===== src/source/audio_pkg.sv =====
`default_nettype none

package audio_pkg;

  ////////////////////////////////////////////////////////////
  // frame geometry and timing
  ////////////////////////////////////////////////////////////

  localparam int FRAME_BITS      = 256;
  localparam int BIT_COUNT_WIDTH = $clog2(FRAME_BITS);  // 8
  typedef logic [BIT_COUNT_WIDTH-1:0] bit_count_t;

  localparam bit_count_t SYNC_LAST_BIT   = 8'd15;
  localparam bit_count_t CREDIT_BIT      = 8'd128;   // one credit per frame
  localparam bit_count_t FRAME_LATCH_BIT = 8'd255;   // latch + frame boundary
  localparam bit_count_t RX_DONE_BIT     = 8'd97;    // left sample to filter

  // slot positions, slot 0 is the tag
  localparam bit_count_t SLOT_CMD_ADDR_FIRST = 8'd16;
  localparam bit_count_t SLOT_CMD_DATA_FIRST = 8'd36;
  localparam bit_count_t SLOT_LEFT_FIRST     = 8'd56;
  localparam bit_count_t SLOT_RIGHT_FIRST    = 8'd76;
  localparam int         SLOT_BITS           = 20;
  localparam int         SLOT_INDEX_WIDTH    = $clog2(SLOT_BITS);

  ////////////////////////////////////////////////////////////
  // widths and types
  ////////////////////////////////////////////////////////////

  localparam int PCM_BITS   = 8;
  localparam int COEFF_BITS = 10;
  localparam int ACC_BITS   = PCM_BITS + COEFF_BITS;     // 18

  typedef logic        [SLOT_BITS-1:0]        slot_word_t;
  typedef logic        [SLOT_INDEX_WIDTH-1:0] slot_index_t;
  typedef logic signed [PCM_BITS-1:0]         pcm_sample_t;
  typedef logic signed [ACC_BITS-1:0]         filter_acc_t;
  typedef logic signed [COEFF_BITS-1:0]       coeff_t;
  typedef logic        [7:0]                  cmd_addr_t;
  typedef logic        [15:0]                 cmd_data_t;
  typedef logic        [4:0]                  volume_t;

  localparam volume_t VOLUME_MAX   = 5'd31;  // loudest
  localparam volume_t VOLUME_RESET = 5'd8;

  // codec reset delay and button debounce
  localparam int CODEC_RESET_CYCLES   = 1023;
  localparam int RESET_COUNT_WIDTH    = $clog2(CODEC_RESET_CYCLES);
  localparam int DEBOUNCE_CYCLES      = 64;  // short enough to simulate
  localparam int DEBOUNCE_COUNT_WIDTH = $clog2(DEBOUNCE_CYCLES + 1);

  ////////////////////////////////////////////////////////////
  // low-pass filter, round(fir1(30,.125)*1024)
  ////////////////////////////////////////////////////////////

  localparam int FIR_TAPS          = 31;
  localparam int FIR_INDEX_WIDTH   = $clog2(FIR_TAPS);
  localparam int HISTORY_DEPTH     = 32;
  localparam int HISTORY_PTR_WIDTH = $clog2(HISTORY_DEPTH);
  localparam int FIR_SHIFT         = 10;  // coefficients scaled by 2**10

  localparam coeff_t FIR_COEFFS [FIR_TAPS] = '{
    -10'sd1,  -10'sd1,  -10'sd3,  -10'sd5,  -10'sd6,  -10'sd7,  -10'sd5,  10'sd0,
     10'sd10,  10'sd26,  10'sd46,  10'sd69,  10'sd91,  10'sd110, 10'sd123, 10'sd128,
     10'sd123, 10'sd110, 10'sd91,  10'sd69,  10'sd46,  10'sd26,  10'sd10,  10'sd0,
    -10'sd5,  -10'sd7,  -10'sd6,  -10'sd5,  -10'sd3,  -10'sd1,  -10'sd1
  };  // sum 1022

  // codec registers
  localparam cmd_addr_t REG_READ_ID       = 8'h80;
  localparam cmd_addr_t REG_HEADPHONE_VOL = 8'h04;
  localparam cmd_addr_t REG_PCM_VOL       = 8'h18;
  localparam cmd_addr_t REG_RECORD_SELECT = 8'h1A;
  localparam cmd_addr_t REG_RECORD_GAIN   = 8'h1C;
  localparam cmd_addr_t REG_MIC_GAIN      = 8'h0E;
  localparam cmd_addr_t REG_BEEP_VOL      = 8'h0A;
  localparam cmd_addr_t REG_GENERAL       = 8'h20;

  localparam cmd_data_t  READ_ID_DATA     = 16'h0000;
  localparam cmd_data_t  PCM_VOL_DATA     = 16'h0808;
  localparam logic [2:0] REC_SOURCE_MIC   = 3'd0;
  localparam cmd_data_t  RECORD_GAIN_DATA = 16'h0F0F;  // max gain
  localparam cmd_data_t  MIC_GAIN_DATA    = 16'h8048;  // +20 dB boost
  localparam cmd_data_t  BEEP_VOL_DATA    = 16'h0000;
  localparam cmd_data_t  GENERAL_DATA     = 16'h8000;  // pcm out bypasses mix1

endpackage

`default_nettype wire


===== src/source/codec_command_if.sv =====
`default_nettype none

// register commands from the sequencer, frame boundary from the link
interface codec_command_if
  import audio_pkg::*;
();

  logic      frame_start;  // one cycle, at the latch bit
  cmd_addr_t cmd_address;
  cmd_data_t cmd_data;
  logic      cmd_valid;

  modport link (output frame_start, input cmd_address, cmd_data, cmd_valid);

  modport sequencer (input frame_start, output cmd_address, cmd_data, cmd_valid);

endinterface

`default_nettype wire


===== src/source/button_debounce.sv =====
`default_nettype none

module button_debounce
  import audio_pkg::*;
(
  input  logic clock,
  input  logic reset,
  input  logic noisy,
  output logic clean
);

  logic                            last_level;  // last raw level seen
  logic [DEBOUNCE_COUNT_WIDTH-1:0] stable_count;

  always_ff @(posedge clock) begin
    if (reset) begin
      last_level   <= noisy;
      clean        <= noisy;  // start from whatever the pin shows
      stable_count <= '0;
    end else if (noisy != last_level) begin
      // level moved, start the wait over
      last_level   <= noisy;
      stable_count <= '0;
    end else if (stable_count == DEBOUNCE_COUNT_WIDTH'(DEBOUNCE_CYCLES)) begin
      clean <= last_level;  // stable long enough
    end else begin
      stable_count <= stable_count + 1'b1;
    end
  end

endmodule

`default_nettype wire


===== src/source/volume_control.sv =====
`default_nettype none

module volume_control
  import audio_pkg::*;
(
  input  logic    clock,
  input  logic    reset,
  input  logic    button_up,
  input  logic    button_down,
  output volume_t volume
);

  logic up_clean, down_clean;
  logic up_prev, down_prev;    // for edge detect

  button_debounce up_debounce (
    .clock (clock),
    .reset (reset),
    .noisy (button_up),
    .clean (up_clean)
  );

  button_debounce down_debounce (
    .clock (clock),
    .reset (reset),
    .noisy (button_down),
    .clean (down_clean)
  );

  always_ff @(posedge clock) begin
    if (reset) begin
      volume    <= VOLUME_RESET;
      up_prev   <= up_clean;     // a button held through reset is no press
      down_prev <= down_clean;
    end else begin
      up_prev   <= up_clean;
      down_prev <= down_clean;
      if (up_clean && !up_prev && volume != VOLUME_MAX)
        volume <= volume + 1'b1;   // saturate at the top
      else if (down_clean && !down_prev && volume != '0)
        volume <= volume - 1'b1;   // and at zero
    end
  end

endmodule

`default_nettype wire


===== src/source/codec_command_sequencer.sv =====
`default_nettype none

module codec_command_sequencer
  import audio_pkg::*;
(
  input  logic    clock,
  input  logic    reset,
  input  volume_t volume,
  codec_command_if.sequencer cmd
);

  logic [3:0] state;        // wraps every 16 frames
  volume_t    attenuation;

  assign attenuation = VOLUME_MAX - volume;  // codec wants attenuation, not gain

  always_ff @(posedge clock) begin
    if (reset) begin
      state         <= '0;
      cmd.cmd_valid <= 1'b0;
    end else begin
      if (cmd.frame_start)
        state <= state + 1'b1;
      if (state == 4'h0)
        cmd.cmd_valid <= 1'b1;  // stays high from here on
    end
  end

  // command words follow the state, held until the next frame boundary
  always_ff @(posedge clock) begin
    case (state)
      4'h3: begin
        cmd.cmd_address <= REG_HEADPHONE_VOL;
        cmd.cmd_data    <= {3'b000, attenuation, 3'b000, attenuation};  // left, right
      end
      4'h5: begin
        cmd.cmd_address <= REG_PCM_VOL;
        cmd.cmd_data    <= PCM_VOL_DATA;
      end
      4'h6: begin
        cmd.cmd_address <= REG_RECORD_SELECT;
        cmd.cmd_data    <= {5'b00000, REC_SOURCE_MIC, 5'b00000, REC_SOURCE_MIC};
      end
      4'h7: begin
        cmd.cmd_address <= REG_RECORD_GAIN;
        cmd.cmd_data    <= RECORD_GAIN_DATA;
      end
      4'h9: begin
        cmd.cmd_address <= REG_MIC_GAIN;
        cmd.cmd_data    <= MIC_GAIN_DATA;
      end
      4'hA: begin
        cmd.cmd_address <= REG_BEEP_VOL;
        cmd.cmd_data    <= BEEP_VOL_DATA;
      end
      4'hB: begin
        cmd.cmd_address <= REG_GENERAL;
        cmd.cmd_data    <= GENERAL_DATA;
      end
      default: begin  // states 0, 1 and the idle ones read the ID
        cmd.cmd_address <= REG_READ_ID;
        cmd.cmd_data    <= READ_ID_DATA;
      end
    endcase
  end

endmodule

`default_nettype wire


===== src/source/ac97_frame_link.sv =====
`default_nettype none

module ac97_frame_link
  import audio_pkg::*;
(
  input  logic        clock,
  input  logic        reset,
  input  logic        sdata_in,
  output logic        sdata_out,
  output logic        sync,
  output logic        codec_reset_b,
  codec_command_if.link cmd,
  output pcm_sample_t rx_sample,
  output logic        rx_valid,
  output logic        credit,
  input  pcm_sample_t tx_sample,
  input  logic        tx_valid
);

  bit_count_t                   bit_count;
  logic [RESET_COUNT_WIDTH-1:0] reset_count;

  // words for the frame being sent
  slot_word_t  out_cmd_addr, out_cmd_data, out_pcm;
  logic        out_cmd_valid;
  pcm_sample_t pending_sample;  // last sample from the filter
  slot_word_t  rx_shift;        // slot 3 input

  // one bit of a slot word, msb first
  function automatic logic slot_bit(input slot_word_t word, input bit_count_t first,
                                    input bit_count_t count);
    bit_count_t offset;
    offset = count - first;
    return word[slot_index_t'(SLOT_BITS - 1) - offset[SLOT_INDEX_WIDTH-1:0]];
  endfunction

  assign cmd.frame_start = (bit_count == FRAME_LATCH_BIT);

  ////////////////////////////////////////////////////////////
  // frame timing and codec reset
  ////////////////////////////////////////////////////////////

  always_ff @(posedge clock) begin
    if (reset) begin
      bit_count     <= '0;
      sync          <= 1'b0;
      credit        <= 1'b0;
      reset_count   <= '0;
      codec_reset_b <= 1'b0;
    end else begin
      bit_count <= bit_count + 1'b1;  // wraps at 256
      if (bit_count == FRAME_LATCH_BIT)
        sync <= 1'b1;
      else if (bit_count == SYNC_LAST_BIT)
        sync <= 1'b0;                 // 16 cycles high
      credit <= (bit_count == CREDIT_BIT);
      if (reset_count == RESET_COUNT_WIDTH'(CODEC_RESET_CYCLES - 1))
        codec_reset_b <= 1'b1;        // let the codec come up
      else
        reset_count <= reset_count + 1'b1;
    end
  end

  // filter output waits here, a frame with no new sample repeats it
  always_ff @(posedge clock) begin
    if (reset)
      pending_sample <= '0;
    else if (tx_valid)
      pending_sample <= tx_sample;
  end

  ////////////////////////////////////////////////////////////
  // serializer
  ////////////////////////////////////////////////////////////

  always_ff @(posedge clock) begin
    if (reset) begin
      out_cmd_valid <= 1'b0;
    end else if (bit_count == FRAME_LATCH_BIT) begin
      out_cmd_valid <= cmd.cmd_valid;
    end
  end

  // address and data left-justified, zero when no command
  always_ff @(posedge clock) begin
    if (bit_count == FRAME_LATCH_BIT) begin
      out_cmd_addr <= cmd.cmd_valid ? {cmd.cmd_address, 12'h000} : '0;
      out_cmd_data <= cmd.cmd_valid ? {cmd.cmd_data, 4'h0} : '0;
      out_pcm      <= {pending_sample, 12'h000};  // same word left and right
    end
  end

  always_ff @(posedge clock) begin
    if (reset) begin
      sdata_out <= 1'b0;
    end else if (bit_count <= SYNC_LAST_BIT) begin
      case (bit_count[3:0])        // slot 0, tags
        4'h0:    sdata_out <= 1'b1;           // frame valid
        4'h1:    sdata_out <= out_cmd_valid;  // address valid
        4'h2:    sdata_out <= out_cmd_valid;  // data valid
        4'h3:    sdata_out <= 1'b1;           // left valid
        4'h4:    sdata_out <= 1'b1;           // right valid
        default: sdata_out <= 1'b0;
      endcase
    end else if (bit_count < SLOT_CMD_DATA_FIRST) begin
      sdata_out <= slot_bit(out_cmd_addr, SLOT_CMD_ADDR_FIRST, bit_count);
    end else if (bit_count < SLOT_LEFT_FIRST) begin
      sdata_out <= slot_bit(out_cmd_data, SLOT_CMD_DATA_FIRST, bit_count);
    end else if (bit_count < SLOT_RIGHT_FIRST) begin
      sdata_out <= slot_bit(out_pcm, SLOT_LEFT_FIRST, bit_count);
    end else if (bit_count < SLOT_RIGHT_FIRST + bit_count_t'(SLOT_BITS)) begin
      sdata_out <= slot_bit(out_pcm, SLOT_RIGHT_FIRST, bit_count);
    end else begin
      sdata_out <= 1'b0;  // slots 5 to 12 unused
    end
  end

  ////////////////////////////////////////////////////////////
  // left input deserializer
  ////////////////////////////////////////////////////////////

  // codec bits trail our count by one, as sdata_out does
  always_ff @(posedge clock) begin
    if (bit_count > SLOT_LEFT_FIRST &&
        bit_count <= SLOT_LEFT_FIRST + bit_count_t'(SLOT_BITS))
      rx_shift <= {rx_shift[SLOT_BITS-2:0], sdata_in};
    if (bit_count == RX_DONE_BIT)
      rx_sample <= pcm_sample_t'(rx_shift[SLOT_BITS-1 -: PCM_BITS]);  // top 8 bits
  end

  always_ff @(posedge clock) begin
    if (reset)
      rx_valid <= 1'b0;
    else
      rx_valid <= (bit_count == RX_DONE_BIT);
  end

endmodule

`default_nettype wire


===== src/source/fir_lowpass.sv =====
`default_nettype none

module fir_lowpass
  import audio_pkg::*;
(
  input  logic        clock,
  input  logic        reset,
  input  logic        filter_enable,
  input  pcm_sample_t rx_sample,
  input  logic        rx_valid,
  input  logic        credit,
  output pcm_sample_t tx_sample,
  output logic        tx_valid
);

  pcm_sample_t                  history [HISTORY_DEPTH];  // circular, newest at wr_ptr-1
  logic [HISTORY_PTR_WIDTH-1:0] wr_ptr, tap_ptr;
  logic [FIR_INDEX_WIDTH-1:0]   tap_index;
  logic                         busy;
  filter_acc_t                  acc, acc_next, product;
  pcm_sample_t                  result;
  logic                         result_ready;  // finished, not yet sent
  logic                         credit_held;
  logic                         have_credit;

  assign tap_ptr     = wr_ptr - 1'b1 - HISTORY_PTR_WIDTH'(tap_index);  // delay of tap_index
  assign product     = FIR_COEFFS[tap_index] * history[tap_ptr];
  assign acc_next    = acc + product;
  assign have_credit = credit_held | credit;

  always_ff @(posedge clock) begin
    if (rx_valid)
      history[wr_ptr] <= rx_sample;
  end

  ////////////////////////////////////////////////////////////
  // serial multiply-accumulate, one tap per cycle
  ////////////////////////////////////////////////////////////

  always_ff @(posedge clock) begin
    if (rx_valid) begin
      acc <= '0;
    end else if (busy) begin
      acc <= acc_next;
      if (tap_index == FIR_INDEX_WIDTH'(FIR_TAPS - 1))
        result <= filter_enable ? acc_next[FIR_SHIFT +: PCM_BITS]  // bits 17:10
                                : history[wr_ptr - 1'b1];          // bypass
    end
    if (have_credit && result_ready)
      tx_sample <= result;
  end

  always_ff @(posedge clock) begin
    if (reset) begin
      wr_ptr       <= '0;
      tap_index    <= '0;
      busy         <= 1'b0;
      result_ready <= 1'b0;
      credit_held  <= 1'b0;
      tx_valid     <= 1'b0;
    end else begin
      tx_valid <= 1'b0;
      // send only with a credit in hand, else keep the credit
      if (have_credit && result_ready) begin
        tx_valid     <= 1'b1;
        result_ready <= 1'b0;
        credit_held  <= 1'b0;
      end else if (credit) begin
        credit_held  <= 1'b1;  // never more than one
      end
      if (rx_valid) begin
        wr_ptr    <= wr_ptr + 1'b1;
        tap_index <= '0;
        busy      <= 1'b1;
      end else if (busy) begin
        tap_index <= tap_index + 1'b1;
        if (tap_index == FIR_INDEX_WIDTH'(FIR_TAPS - 1)) begin
          busy         <= 1'b0;
          result_ready <= 1'b1;  // after the send above, so a new result is never lost
        end
      end
    end
  end

endmodule

`default_nettype wire


===== src/source/audio_codec_top.sv =====
`default_nettype none

module audio_codec_top
  import audio_pkg::*;
(
  input  logic clock,
  input  logic reset,
  input  logic button_up,
  input  logic button_down,
  input  logic filter_enable,
  input  logic sdata_in,
  output logic sdata_out,
  output logic sync,
  output logic codec_reset_b
);

  volume_t     volume;
  pcm_sample_t rx_sample, tx_sample;
  logic        rx_valid, tx_valid;
  logic        credit;

  codec_command_if cmd_bus ();

  ////////////////////////////////////////////////////////////
  // volume buttons and codec setup
  ////////////////////////////////////////////////////////////

  volume_control volume_ctrl (
    .clock       (clock),
    .reset       (reset),
    .button_up   (button_up),
    .button_down (button_down),
    .volume      (volume)
  );

  codec_command_sequencer sequencer (
    .clock  (clock),
    .reset  (reset),
    .volume (volume),
    .cmd    (cmd_bus.sequencer)
  );

  ////////////////////////////////////////////////////////////
  // serial link and sample path
  ////////////////////////////////////////////////////////////

  ac97_frame_link link (
    .clock         (clock),
    .reset         (reset),
    .sdata_in      (sdata_in),
    .sdata_out     (sdata_out),
    .sync          (sync),
    .codec_reset_b (codec_reset_b),
    .cmd           (cmd_bus.link),
    .rx_sample     (rx_sample),
    .rx_valid      (rx_valid),
    .credit        (credit),
    .tx_sample     (tx_sample),
    .tx_valid      (tx_valid)
  );

  fir_lowpass filter (  // mic back out to both channels
    .clock         (clock),
    .reset         (reset),
    .filter_enable (filter_enable),
    .rx_sample     (rx_sample),
    .rx_valid      (rx_valid),
    .credit        (credit),
    .tx_sample     (tx_sample),
    .tx_valid      (tx_valid)
  );

endmodule

`default_nettype wire


===== config.mk =====
export PLATFORM = sky130hd
export DESIGN_NAME = audio_codec_top
export DESIGN_NICKNAME = d
export VERILOG_FILES = /design/src/source/audio_pkg.sv /design/src/source/codec_command_if.sv /design/src/source/button_debounce.sv /design/src/source/volume_control.sv /design/src/source/codec_command_sequencer.sv /design/src/source/ac97_frame_link.sv /design/src/source/fir_lowpass.sv /design/src/source/audio_codec_top.sv
export SDC_FILE = /design/constraint.sdc
export NUM_CORES = 1
export LEC_CHECK = 0
export BUFFER_PORTS_ARGS = -buffer_cell sky130_fd_sc_hd__buf_4
export CAP_MARGIN = 20
export CELL_PAD_IN_SITES_DETAIL_PLACEMENT = 1
export CELL_PAD_IN_SITES_GLOBAL_PLACEMENT = 2
export CORE_MARGIN = 4
export CORE_UTILIZATION = 40
export CTS_BUF_LIST = sky130_fd_sc_hd__clkbuf_16
export DETAILED_ROUTE_END_ITERATION = 8
export PLACE_DENSITY_LB_ADDON = 0.1
export SLEW_MARGIN = 5
export SYNTH_ARGS = -nofsm -noshare
export SYNTH_HDL_FRONTEND = slang
export SYNTH_HIERARCHICAL = 1
export SYNTH_SLANG_ARGS = --single-unit

===== constraint.sdc =====
create_clock -name clock -period 14.03 [get_ports clock]
set_input_delay 0.7015 -clock clock [delete_from_list [all_inputs] [get_ports clock]]
set_output_delay 0.7015 -clock clock [all_outputs]
set_load 0.1 [all_outputs]

==> results of run 1 <==
## cell usage after synthesis (all sizes together) (7+ instances only)
| master | count |
|---|---|
| edfxtp | 336 |
| nand3 | 18 |
| a21o | 12 |
| buf | 53 |
| nor3 | 29 |
| fa | 86 |
| and2 | 35 |
| xnor2 | 36 |
| inv | 111 |
| o21ai | 56 |
| mux2i | 35 |
| mux4 | 151 |
| a211oi | 16 |
| ha | 79 |
| xor2 | 24 |
| nand2b | 10 |
| a221oi | 10 |
| o211ai | 10 |
| nand2 | 104 |
| a311o | 8 |
| nor2 | 110 |
| o211a | 8 |
| dfxtp | 104 |
| or3 | 7 |
| clkbuf | 41 |
| nand4 | 25 |
| nor2b | 18 |
| a311oi | 9 |
| a21oi | 94 |
| a21boi | 9 |
## worst reg2reg max path, cell delays in order (launching register included)
cell	delay [ns]
dfxtp_4	0.81
inv_1	0.22
ha_4	0.67
inv_1	0.16
fa_2	1.31
buf_4	0.60
mux4_2	0.41
nand2_1	0.09
nand2_1	0.12
o211ai_1	0.77
a21o_1	0.23
fa_1	0.44
fa_1	0.49
inv_1	0.06
fa_1	0.51
fa_1	0.59
fa_1	0.43
ha_1	0.36
o21ai_0	0.12
o21ai_0	0.36
a31oi_1	0.24
o21ai_0	0.40
xor2_1	0.18
a21oi_1	0.08
## stage by stage
stage	cell area (um2)	util (%)
global placement	24700	41.8
floorplan	23900	-
CTS	26400	44.7
global route	26500	44.9
detailed placement	24800	42.0
finish	26500	44.9
## cell type report
type,count,area [um2]
clock inverters,41,355
flip-flops and latches,440,12200
multi-input cells,1076,10900
diodes,1,2.50
repair buffers,41,463
well taps,773,967
inverters,114,429
fillers,5855,32600
clock buffers,50,1250
## metal layers
metal  part of all wire [%]  up-vias  track usage [%]
met5                      0        -                0
met4                    2.1        0             4.80
met3                    6.0       86             3.73
met2                     47      382             32.5
met1                     45     7673             30.0
li1                       -     6466                -
## cells by family (layout without fill, tap and decap cells)
logic type	after synthesis	in the layout
flops	440	440
simple gates	387	387
compound gates	268	268
buf+inv	208	246
mux	190	190
fa+ha+maj	165	165
xor+xnor	60	60
other cells	1	7
## final timing paths
path / start / cells past startpoint / end / slack, ns
max reg2reg: filter/wr_ptr[0]$_SDFFE_PP0P_ / 23 / filter/result[7]$_DFFE_PP_ / 4.14
max: filter/wr_ptr[0]$_SDFFE_PP0P_ / 23 / filter/result[7]$_DFFE_PP_ / 4.14
min reg2reg: volume_ctrl/up_debounce/clean$_DFFE_PP_ / 0 / volume_ctrl/up_prev$_DFF_P_ / 0.37
min: button_up / 1 / volume_ctrl/up_debounce/last_level$_DFFE_PP_ / 0.32
## power by group through the flow
| stage | Clock (W) | Sequential (W) | Combinational (W) |
|---|---|---|---|
| CTS | 0.00133 | 0.00147 | 0.00122 |
| global route | 0.00138 | 0.00147 | 0.00136 |
| floorplan | 0 | 0.00148 | 0.000900 |
| global placement | 0 | 0.00149 | 0.00120 |
| finish | 0.00128 | 0.00147 | 0.00118 |
| detailed placement | 0 | 0.00149 | 0.00121 |
## flip-flops by register name, indices dropped and copies added, names as in the netlist, 4 cells and up
| register | count |
|---|---|
| filter/acc | 18 |
| filter/history | 256 |
| filter/result | 8 |
| filter/tap_index | 5 |
| filter/tx_sample | 8 |
| filter/wr_ptr | 5 |
| link/bit_count | 8 |
| link/out_cmd_addr | 8 |
| link/out_cmd_data | 16 |
| link/out_pcm | 8 |
| link/pending_sample | 8 |
| link/reset_count | 10 |
| link/rx_sample | 8 |
| link/rx_shift | 20 |
| sequencer/cmd.cmd_address | 6 |
| sequencer/cmd.cmd_data | 8 |
| sequencer/state | 4 |
| volume_ctrl/down_debounce/stable_count | 7 |
| volume_ctrl/up_debounce/stable_count | 7 |
| volume_ctrl/volume | 5 |
==> impl_metrics.py, run 1 <==
metrics = {
    "outcome": {
        "status": "completed",
    },
    "yosys": {
        "synth_compound_area_share_pct": 7.57,
        "syn_area_per_cell_um2": 13.9,
        "synthCells": 1719,
        "synth_edf_count": 336,
        "yosysTopAreaCell": "edfxtp_1",
        "yosys_warnings": 6,
        "synth_top_family_by_area": "multiplexers",
        "synthesis.area_um2": 23900,
        "yosysSeqAreaShare_pct": 50.9,
        "synth_cell_types": 88,
        "synthMuxAreaShare_pct": 15.9,
        "synthArstFlopShare_pct": 0,
        "synth-adder-area-share_pct": 11.3,
        "synth_top_area_share_pct": 42.2,
        "ys_ff_latch": 440,
        "yosys-top-cells-area": "edfxtp_1 42%, mux4_2 14%, dfxtp_1 8.7%",
        "synth_xor_area_share_pct": 2.29,
        "synth_simple_gate_area_share_pct": 8.02,
        "ys.flop_type": "edfxtp_1",
    },
    "setup_path": {
        "critPathLaunchType": "flip-flop",
        "critical_path_class": "reg -> reg",
        "crit_path_frequent_cell": "fa_1",
        "path_buf_inv": 4,
        "crit_path_max_fanout": 38,
        "cpLargestDelayFamily": "adder cells",
        "required_ns": 14.36,
        "cp_cell_sequence": "inv_1 -> ha_4 -> inv_1 -> fa_2 -> buf_4 -> mux4_2 -> nand2_1 -> nand2_1 -> o211ai_1 -> a21o_1 -> fa_1 -> fa_1 -> inv_1 -> fa_1 -> fa_1 -> fa_1 -> ha_1 -> o21ai_0 -> o21ai_0 -> a31oi_1 -> o21ai_0 -> xor2_1 -> a21oi_1",
        "critPathSlowestCell": "fa_2",
        "cp.arrival_ns": 10.22,
        "slowest_delay_ns": 1.31,
        "end_kind": "flip-flop",
    },
    "finish": {
        "final_cells": 2536,
        "area_growth_pct": 11.0,
        "fin_nets": 1893,
        "layout_commonest_cell": "edfxtp_1",
        "most-common-layout-cells": "336 x edfxtp_1, 149 x mux4_2, 123 x inv_1, 108 x nor2_1",
        "final_layout_size_suffix_gt1_share_pct": 18.2,
    },
    "die": {
        "die_w_um": 252,
        "core_area_um2": 59100,
        "num_rows": 89,
        "fp.dieH_um": 252,
        "start_util_pct": 40.4,
        "dieArea_um2": 63700,
        "io_pins": 9,
    },
    "pwr": {
        "p_switching_w": 0.00127,
        "powerDensity_nw_per_um2": 148,
        "total_power_w": 0.00393,
        "vdd_drop_max_uv": 99.6,
        "p_int_w": 0.00266,
        "p_seq_share_pct": 37.3,
        "clockPowerShare_pct": 32.5,
        "comb_power_share_pct": 30.1,
        "p_leak_nw": 9.22,
        "swShare_pct": 32.3,
    },
    "clock_tree": {
        "path_clk_slew_ns": 0.06,
        "cts_buffers": 49,
        "cts_sinks": 440,
        "holdBufCountCts": 0,
        "post_cts_resized": 0,
        "htreeDepth": 2,
        "cts_tree": "done",
        "postCtsSetupBuffers": 0,
        "max-clock-path-buffers": 3,
        "clockRootBuffer": "clkbuf_16",
        "clk_latency_ns": 0.60,
    },
    "timing": {
        "rsz0062_at_grt": "no",
        "fin_crit_ns": 9.89,
        "fin_worst_skew_ns": 0.0238,
        "relSlewSlack_pct": 25.1,
        "finalSetupTns_ns": 0,
        "max_freq_mhz": 101,
        "holdWs_ns": 0.317,
        "fin_crit_sh_pct": 70.5,
        "drv_slew": 0,
        "final_hold_viol_count": 0,
        "worst_pin_slew_ns": 1.12,
        "setup_viol": 0,
        "setup_slack_ns": 4.14,
    },
    "drt": {
        "postRouteAntennaNets": 0,
        "vias": 14600,
        "wl_per_cell_um": 25.6,
        "drt_iter0_drc": 1121,
        "drt_wl_total_um": 65000,
        "drc": 0,
        "dr.pass1.iters": 5,
        "vias_per_cell": 5.76,
    },
    "placement": {
        "dp_slack_ns": 4.05,
        "io_buffers": 8,
        "place_inst": 2440,
        "place.gp.congestion": 0.819,
        "post-dp-hpwl_um": 44800,
    },
    "flow_run": {
        "max_cap_viol_count": 0,
    },
    "global_routing": {
        "grt_pass1_wl_um": 99000,
        "track_usage_pct": 20.6,
        "grt_pass1_vias": 15100,
        "grt_overflow": 0,
        "grt_max_degree": 66,
        "antenna_found_initial": 0,
    },
    "min_path": {
        "hp-class": "in -> reg",
    },
}
(Power assumes the default switching activity.)
==> run 2, diff against run 1 <==
==> constraint.sdc (replaced) <==
create_clock -name clock -period 9.73 [get_ports clock]
set_input_delay 0.4865 -clock clock [delete_from_list [all_inputs] [get_ports clock]]
set_output_delay 0.4865 -clock clock [all_outputs]
set_load 0.1 [all_outputs]
==> run 2 against run 1 <==
  * Combinational power is 47% higher
  * Register-to-register slack worse by 3.0 ns
  * Critical path type unchanged
  * Power is 44% higher
  * Sequential power increased by 44%
  * Critical path depth rose by 1
  * Critical endpoint unchanged
  * Design area down 0.14%
==> impl_metrics.py, run 2 (synthesized netlist as in run 1, its figures left out) <==
metrics = {
    "outcome": {
        "status": "completed",
    },
    "timing": {
        "rsz0062_at_grt": "no",
        "relSlewSlack_pct": 28.5,
        "drv_slew": 0,
        "worst_pin_slew_ns": 1.07,
        "finalSetupTns_ns": 0,
        "fin_crit_sh_pct": 88.7,
        "max_freq_mhz": 116,
        "fin_worst_skew_ns": 0.0444,
        "setup_viol": 0,
        "final_hold_viol_count": 0,
        "fin_crit_ns": 8.63,
    },
    "clock_tree": {
        "htreeDepth": 2,
        "holdBufCountCts": 0,
        "clockRootBuffer": "clkbuf_16",
        "cts_tree": "done",
        "cts_buffers": 49,
        "clk_latency_ns": 0.61,
        "cts_sinks": 440,
        "path_clk_slew_ns": 0.06,
        "postCtsSetupBuffers": 0,
        "post_cts_resized": 0,
        "max-clock-path-buffers": 3,
    },
    "die": {
        "start_util_pct": 40.4,
        "fp.dieH_um": 252,
        "num_rows": 89,
        "die_w_um": 252,
        "core_area_um2": 59100,
        "io_pins": 9,
        "dieArea_um2": 63700,
    },
    "pwr": {
        "vdd_drop_max_uv": 134,
        "swShare_pct": 32.6,
        "p_leak_nw": 9.21,
        "p_int_w": 0.00381,
        "comb_power_share_pct": 30.7,
        "powerDensity_nw_per_um2": 213,
        "p_switching_w": 0.00184,
        "p_seq_share_pct": 37.4,
        "clockPowerShare_pct": 31.9,
    },
    "setup_path": {
        "required_ns": 10.07,
        "end_kind": "flip-flop",
        "crit_path_frequent_cell": "fa_1",
        "slowest_delay_ns": 0.67,
        "cpLargestDelayFamily": "adder cells",
        "cp.arrival_ns": 8.97,
        "crit_path_max_fanout": 21,
        "critical_path_class": "reg -> reg",
        "critPathLaunchType": "flip-flop",
        "critPathSlowestCell": "o211ai_1",
        "cp_cell_sequence": "inv_1 -> ha_4 -> inv_1 -> ha_1 -> nor2b_1 -> o21a_1 -> or3_1 -> and2_1 -> buf_4 -> o211ai_1 -> a21o_1 -> fa_1 -> fa_1 -> inv_1 -> fa_1 -> fa_1 -> fa_1 -> ha_1 -> o21ai_0 -> o21ai_0 -> a31oi_1 -> o21ai_0 -> xor2_1 -> a21oi_1",
        "path_buf_inv": 4,
    },
    "placement": {
        "post-dp-hpwl_um": 44700,
        "io_buffers": 8,
        "place_area_um2": 24800,
        "place.gp.congestion": 0.816,
    },
    "finish": {
        "layout_commonest_cell": "edfxtp_1",
        "fillCellCount": 5874,
        "area_growth_pct": 10.8,
        "top_regs": "filter/history x256, link/rx_shift x20, filter/acc x18",
        "multi_input_area_um2": 10900,
        "design_area_um2": 26500,
        "regArea_um2": 12200,
        "fin_nets": 1896,
        "most-common-layout-cells": "336 x edfxtp_1, 149 x mux4_2, 124 x inv_1, 108 x nor2_1",
        "largest_reg_flops": 256,
        "largest-register": "filter/history",
        "final_layout_size_suffix_gt1_share_pct": 17.9,
        "antenna_cells": 0,
    },
    "global_routing": {
        "grt_pass1_vias": 15000,
        "grt_overflow": 0,
        "grt_pass1_wl_um": 96200,
        "antenna_found_initial": 0,
        "track_usage_pct": 19.9,
        "grt_max_degree": 66,
    },
    "flow_run": {
        "max_cap_viol_count": 0,
    },
    "min_path": {
        "hp-class": "in -> reg",
    },
    "drt": {
        "postRouteAntennaNets": 0,
        "dr.pass1.iters": 5,
        "vias": 14400,
        "drt_iter0_drc": 1029,
        "vias_per_cell": 5.68,
        "wl_per_cell_um": 24.8,
        "drt_wl_total_um": 63000,
        "drc": 0,
    },
}
## run 2: changes by cell type in the layout (fill, tap and decap cells not counted), sizes merged
| cell | before | now |
|---|---|---|
| clkbuf | 50 | 49 |
| clkinvlp | 5 | 3 |
| clkinv | 17 | 25 |
| inv | 129 | 124 |
| diode | 1 | 0 |
| buf | 41 | 44 |
## run 2: stage by stage
step / power, W / utilization [%] / setup WS (ns) / hold WS, ns / instances
global placement: 0.00388 / 41.8 / 1.18 / 0.355 / 2440
finish: 0.00565 / 44.8 / 1.10 / 0.103 / 2538
detailed placement: 0.00390 / 42.0 / 1.11 / 0.365 / 2443
floorplan: 0.00344 / - / 0.728 / 0.340 / 1724
CTS: 0.00574 / 44.6 / 1.10 / 0.0644 / 2534
global route: 0.00606 / 44.8 / 0.675 / 0.0778 / 2538
## run 2: layout make-up
type / instances / area share [%]
Multi-Input combinational cell: 1076 / 41.1
Sequential cell: 440 / 46.0
Clock buffer: 49 / 4.63
Clock inverter: 42 / 1.29
Timing Repair Buffer: 44 / 1.78
Inverter: 114 / 1.62
Tap cell: 773 / 3.65
## run 2: routing by layer
metal | global-route usage (%) | wire (um)
met1 | 28.7 | 29200
met2 | 32.1 | 29800
met3 | 3.30 | 2870
met4 | 4.26 | 1150
met5 | 0 | 0
## run 2: power by group through the flow
stage               logic (W)  registers (W)  clock network [W]
global placement      0.00172        0.00215                  0
detailed placement    0.00174        0.00216                  0
global route          0.00199        0.00212            0.00195
floorplan             0.00130        0.00214                  0
finish                0.00173        0.00211            0.00180
CTS                   0.00177        0.00212            0.00186
## run 2: worst paths after layout
| path | cells after the start | slack [ns] | end | start |
|---|---|---|---|---|
| min | 1 | 0.10 | volume_ctrl/up_debounce/last_level$_DFFE_PP_ | button_up |
| min reg2reg | 0 | 0.38 | volume_ctrl/up_prev$_DFF_P_ | volume_ctrl/up_debounce/clean$_DFFE_PP_ |
| max | 24 | 1.10 | filter/result[7]$_DFFE_PP_ | filter/wr_ptr[1]$_SDFFE_PP0P_ |
| max reg2reg | 24 | 1.10 | filter/result[7]$_DFFE_PP_ | filter/wr_ptr[1]$_SDFFE_PP0P_ |
## run 2: worst reg2reg max path, stage by stage (launching register included)
cell,delay [ns]
dfxtp_1,0.43
inv_1,0.13
ha_4,0.52
inv_1,0.18
ha_1,0.29
nor2b_1,0.13
o21a_1,0.17
or3_1,0.61
and2_1,0.50
buf_4,0.30
o211ai_1,0.67
a21o_1,0.23
fa_1,0.44
fa_1,0.50
inv_1,0.06
fa_1,0.52
fa_1,0.58
fa_1,0.42
ha_1,0.35
o21ai_0,0.13
o21ai_0,0.35
a31oi_1,0.25
o21ai_0,0.38
xor2_1,0.19
a21oi_1,0.08
==> run 3, diff against run 2 <==
--- a/config.mk
+++ b/config.mk
@@ -13,7 +13,7 @@
 export CORE_UTILIZATION = 40
 export CTS_BUF_LIST = sky130_fd_sc_hd__clkbuf_16
 export DETAILED_ROUTE_END_ITERATION = 8
-export PLACE_DENSITY_LB_ADDON = 0.1
+export PLACE_DENSITY_LB_ADDON = 0.3
 export SLEW_MARGIN = 5
 export SYNTH_ARGS = -nofsm -noshare
 export SYNTH_HDL_FRONTEND = slang
==> run 3 against run 2 <==
  * Die area unchanged
  * Sequential power hardly changed
  * Critical path type unchanged
  * Clock skew decreased by 0.018 ns
  * Global-route usage shrank 0.75 points
  * Design area barely moved
  * Largest power group unchanged
  * Register-to-register slack worse by 0.17 ns
==> impl_metrics.py, run 3 (synthesized netlist as in run 1, its figures left out) <==
metrics = {
    "outcome": {
        "status": "completed",
    },
    "finish": {
        "antenna_cells": 0,
        "fin_nets": 1894,
        "final_layout_size_suffix_gt1_share_pct": 18.2,
        "largest-register": "filter/history",
        "layout_commonest_cell": "edfxtp_1",
        "largest_reg_flops": 256,
        "fillCellCount": 5901,
        "top_regs": "filter/history x256, link/rx_shift x20, filter/acc x18",
        "most-common-layout-cells": "336 x edfxtp_1, 149 x mux4_2, 117 x inv_1, 108 x nor2_1",
        "area_growth_pct": 10.7,
    },
    "clock_tree": {
        "postCtsSetupBuffers": 0,
        "path_clk_slew_ns": 0.06,
        "post_cts_resized": 0,
        "holdBufCountCts": 0,
        "clockRootBuffer": "clkbuf_16",
        "max-clock-path-buffers": 3,
        "htreeDepth": 2,
        "cts_tree": "done",
        "cts_buffers": 49,
        "cts_sinks": 440,
        "clk_latency_ns": 0.60,
    },
    "drt": {
        "wl_met2_um": 28300,
        "vias_per_cell": 5.66,
        "wl_met1_um": 27300,
        "wl_met3_um": 3560,
        "drt_wl_total_um": 60700,
        "wl_per_cell_um": 24.0,
        "dr.pass1.iters": 5,
        "drt_iter0_drc": 1001,
        "vias": 14400,
        "top_layer": "met5",
        "postRouteAntennaNets": 0,
        "drc": 0,
    },
    "global_routing": {
        "grt_max_degree": 66,
        "track_usage_pct": 19.1,
        "grt_overflow": 0,
        "grt_pass1_vias": 15300,
        "antenna_found_initial": 2,
        "grt_pass1_wl_um": 93700,
    },
    "setup_path": {
        "critPathLaunchType": "flip-flop",
        "r2r_end": "filter/result[7]$_DFFE_PP_",
        "r2r_slack_ns": 0.93,
        "crit_path_max_fanout": 26,
        "end_kind": "flip-flop",
        "rr_startpoint": "filter/tap_index[2]$_SDFFE_PP0P_",
        "critical_path_class": "reg -> reg",
        "cp.arrival_ns": 9.10,
        "required_ns": 10.03,
        "reg2reg_depth": 21,
    },
    "timing": {
        "relSlewSlack_pct": 26.8,
        "max_freq_mhz": 114,
        "final_hold_viol_count": 0,
        "fin_crit_sh_pct": 90.5,
        "drv_slew": 0,
        "fin_worst_skew_ns": 0.0268,
        "worst_pin_slew_ns": 1.09,
        "rsz0062_at_grt": "no",
        "fin_crit_ns": 8.80,
        "setup_viol": 0,
        "setup_slack_ns": 0.926,
        "finalSetupTns_ns": 0,
    },
    "min_path": {
        "min_to": "link/rx_shift[0]$_DFFE_PP_",
        "min_path_cells": 1,
        "hp-class": "in -> reg",
        "min_from": "sdata_in",
    },
    "flow_run": {
        "max_cap_viol_count": 0,
    },
    "die": {
        "core_area_um2": 59100,
        "start_util_pct": 40.4,
        "die_w_um": 252,
        "num_rows": 89,
        "dieArea_um2": 63700,
        "io_pins": 9,
        "fp.dieH_um": 252,
    },
    "placement": {
        "place.gp.congestion": 0.858,
        "post-dp-hpwl_um": 43100,
        "io_buffers": 8,
        "dp_slack_ns": 0.960,
    },
    "pwr": {
        "p_leak_nw": 9.18,
        "vdd_drop_max_uv": 143,
        "powerDensity_nw_per_um2": 211,
    },
}
## run 3: changes by cell type in the layout (fill, tap and decap cells not counted)
cell / delta
inv_1: -7
clkinv_2: +3
buf_16: -1
buf_4: -1
clkinv_1: -1
clkinv_4: +1
clkinvlp_4: +1
inv_2: +1
inv_6: +1
## run 3: final cells by class
| cell class | count | area, um2 | share of cell area [%] |
|---|---|---|---|
| multi-input combinational | 1076 | 10900 | 41.1 |
| clock buffer | 49 | 1230 | 4.63 |
| timing repair buffer | 42 | 435 | 1.64 |
| tap | 773 | 967 | 3.65 |
| inverter | 114 | 429 | 1.62 |
| clock inverter | 41 | 355 | 1.34 |
| sequential | 440 | 12200 | 46.0 |
## run 3: worst max path at each step
stage | from | end
after floorplan | filter/wr_ptr[0]$_SDFFE_PP0P_ | filter/result[4]$_DFFE_PP_
after global placement | filter/tap_index[2]$_SDFFE_PP0P_ | filter/result[7]$_DFFE_PP_
after detailed placement | filter/tap_index[2]$_SDFFE_PP0P_ | filter/result[7]$_DFFE_PP_
after CTS | filter/tap_index[2]$_SDFFE_PP0P_ | filter/result[7]$_DFFE_PP_
after global routing | filter/tap_index[2]$_SDFFE_PP0P_ | filter/result[7]$_DFFE_PP_
final | filter/tap_index[2]$_SDFFE_PP0P_ | filter/result[7]$_DFFE_PP_
## run 3: critical path, stage by stage (launching register included)
cell and delay [ns]:
dfxtp_1 0.73, clkinv_1 0.43, ha_1 0.53, o21a_1 0.19, or3_1 0.54, and2_1 0.85, buf_4 0.30, a311o_1 0.43
a21o_1 0.20, fa_1 0.44, fa_1 0.51, inv_1 0.07, fa_1 0.51, fa_1 0.57, fa_1 0.42, ha_1 0.36
o21ai_0 0.13, o21ai_0 0.37, a31oi_1 0.24, o21ai_0 0.42, xor2_1 0.18, a21oi_1 0.10
## run 3: report_power, final
part / internal, W / switching (W) / leakage, nW
Clock: 0.00103 / 0.000769 / 0.792
Sequential: 0.00207 / 0.0000514 / 3.92
Combinational: 0.000716 / 0.000953 / 4.47
## run 3: metal layers
metal | up-vias | global-route usage, %
met5 | - | 0
met3 | 80 | 4.25
li1 | 6448 | -
met4 | 4 | 5.10
met1 | 7464 | 26.8
met2 | 354 | 30.5
## run 3: through the flow
| step | utilization, % | hold WS (ns) | cell area, um2 | cells | power, W |
|---|---|---|---|---|---|
| 2_1_floorplan | - | 0.340 | 23900 | 1724 | 0.00344 |
| 3_3_place_gp | 41.8 | 0.347 | 24700 | 2438 | 0.00381 |
| 5_1_grt | 44.8 | 0.0426 | 26500 | 2535 | 0.00600 |
| 4_1_cts | 44.5 | 0.0355 | 26300 | 2529 | 0.00567 |
| 3_5_place_dp | 41.8 | 0.353 | 24700 | 2439 | 0.00383 |
| 6_report | 44.8 | 0.0724 | 26500 | 2535 | 0.00559 |
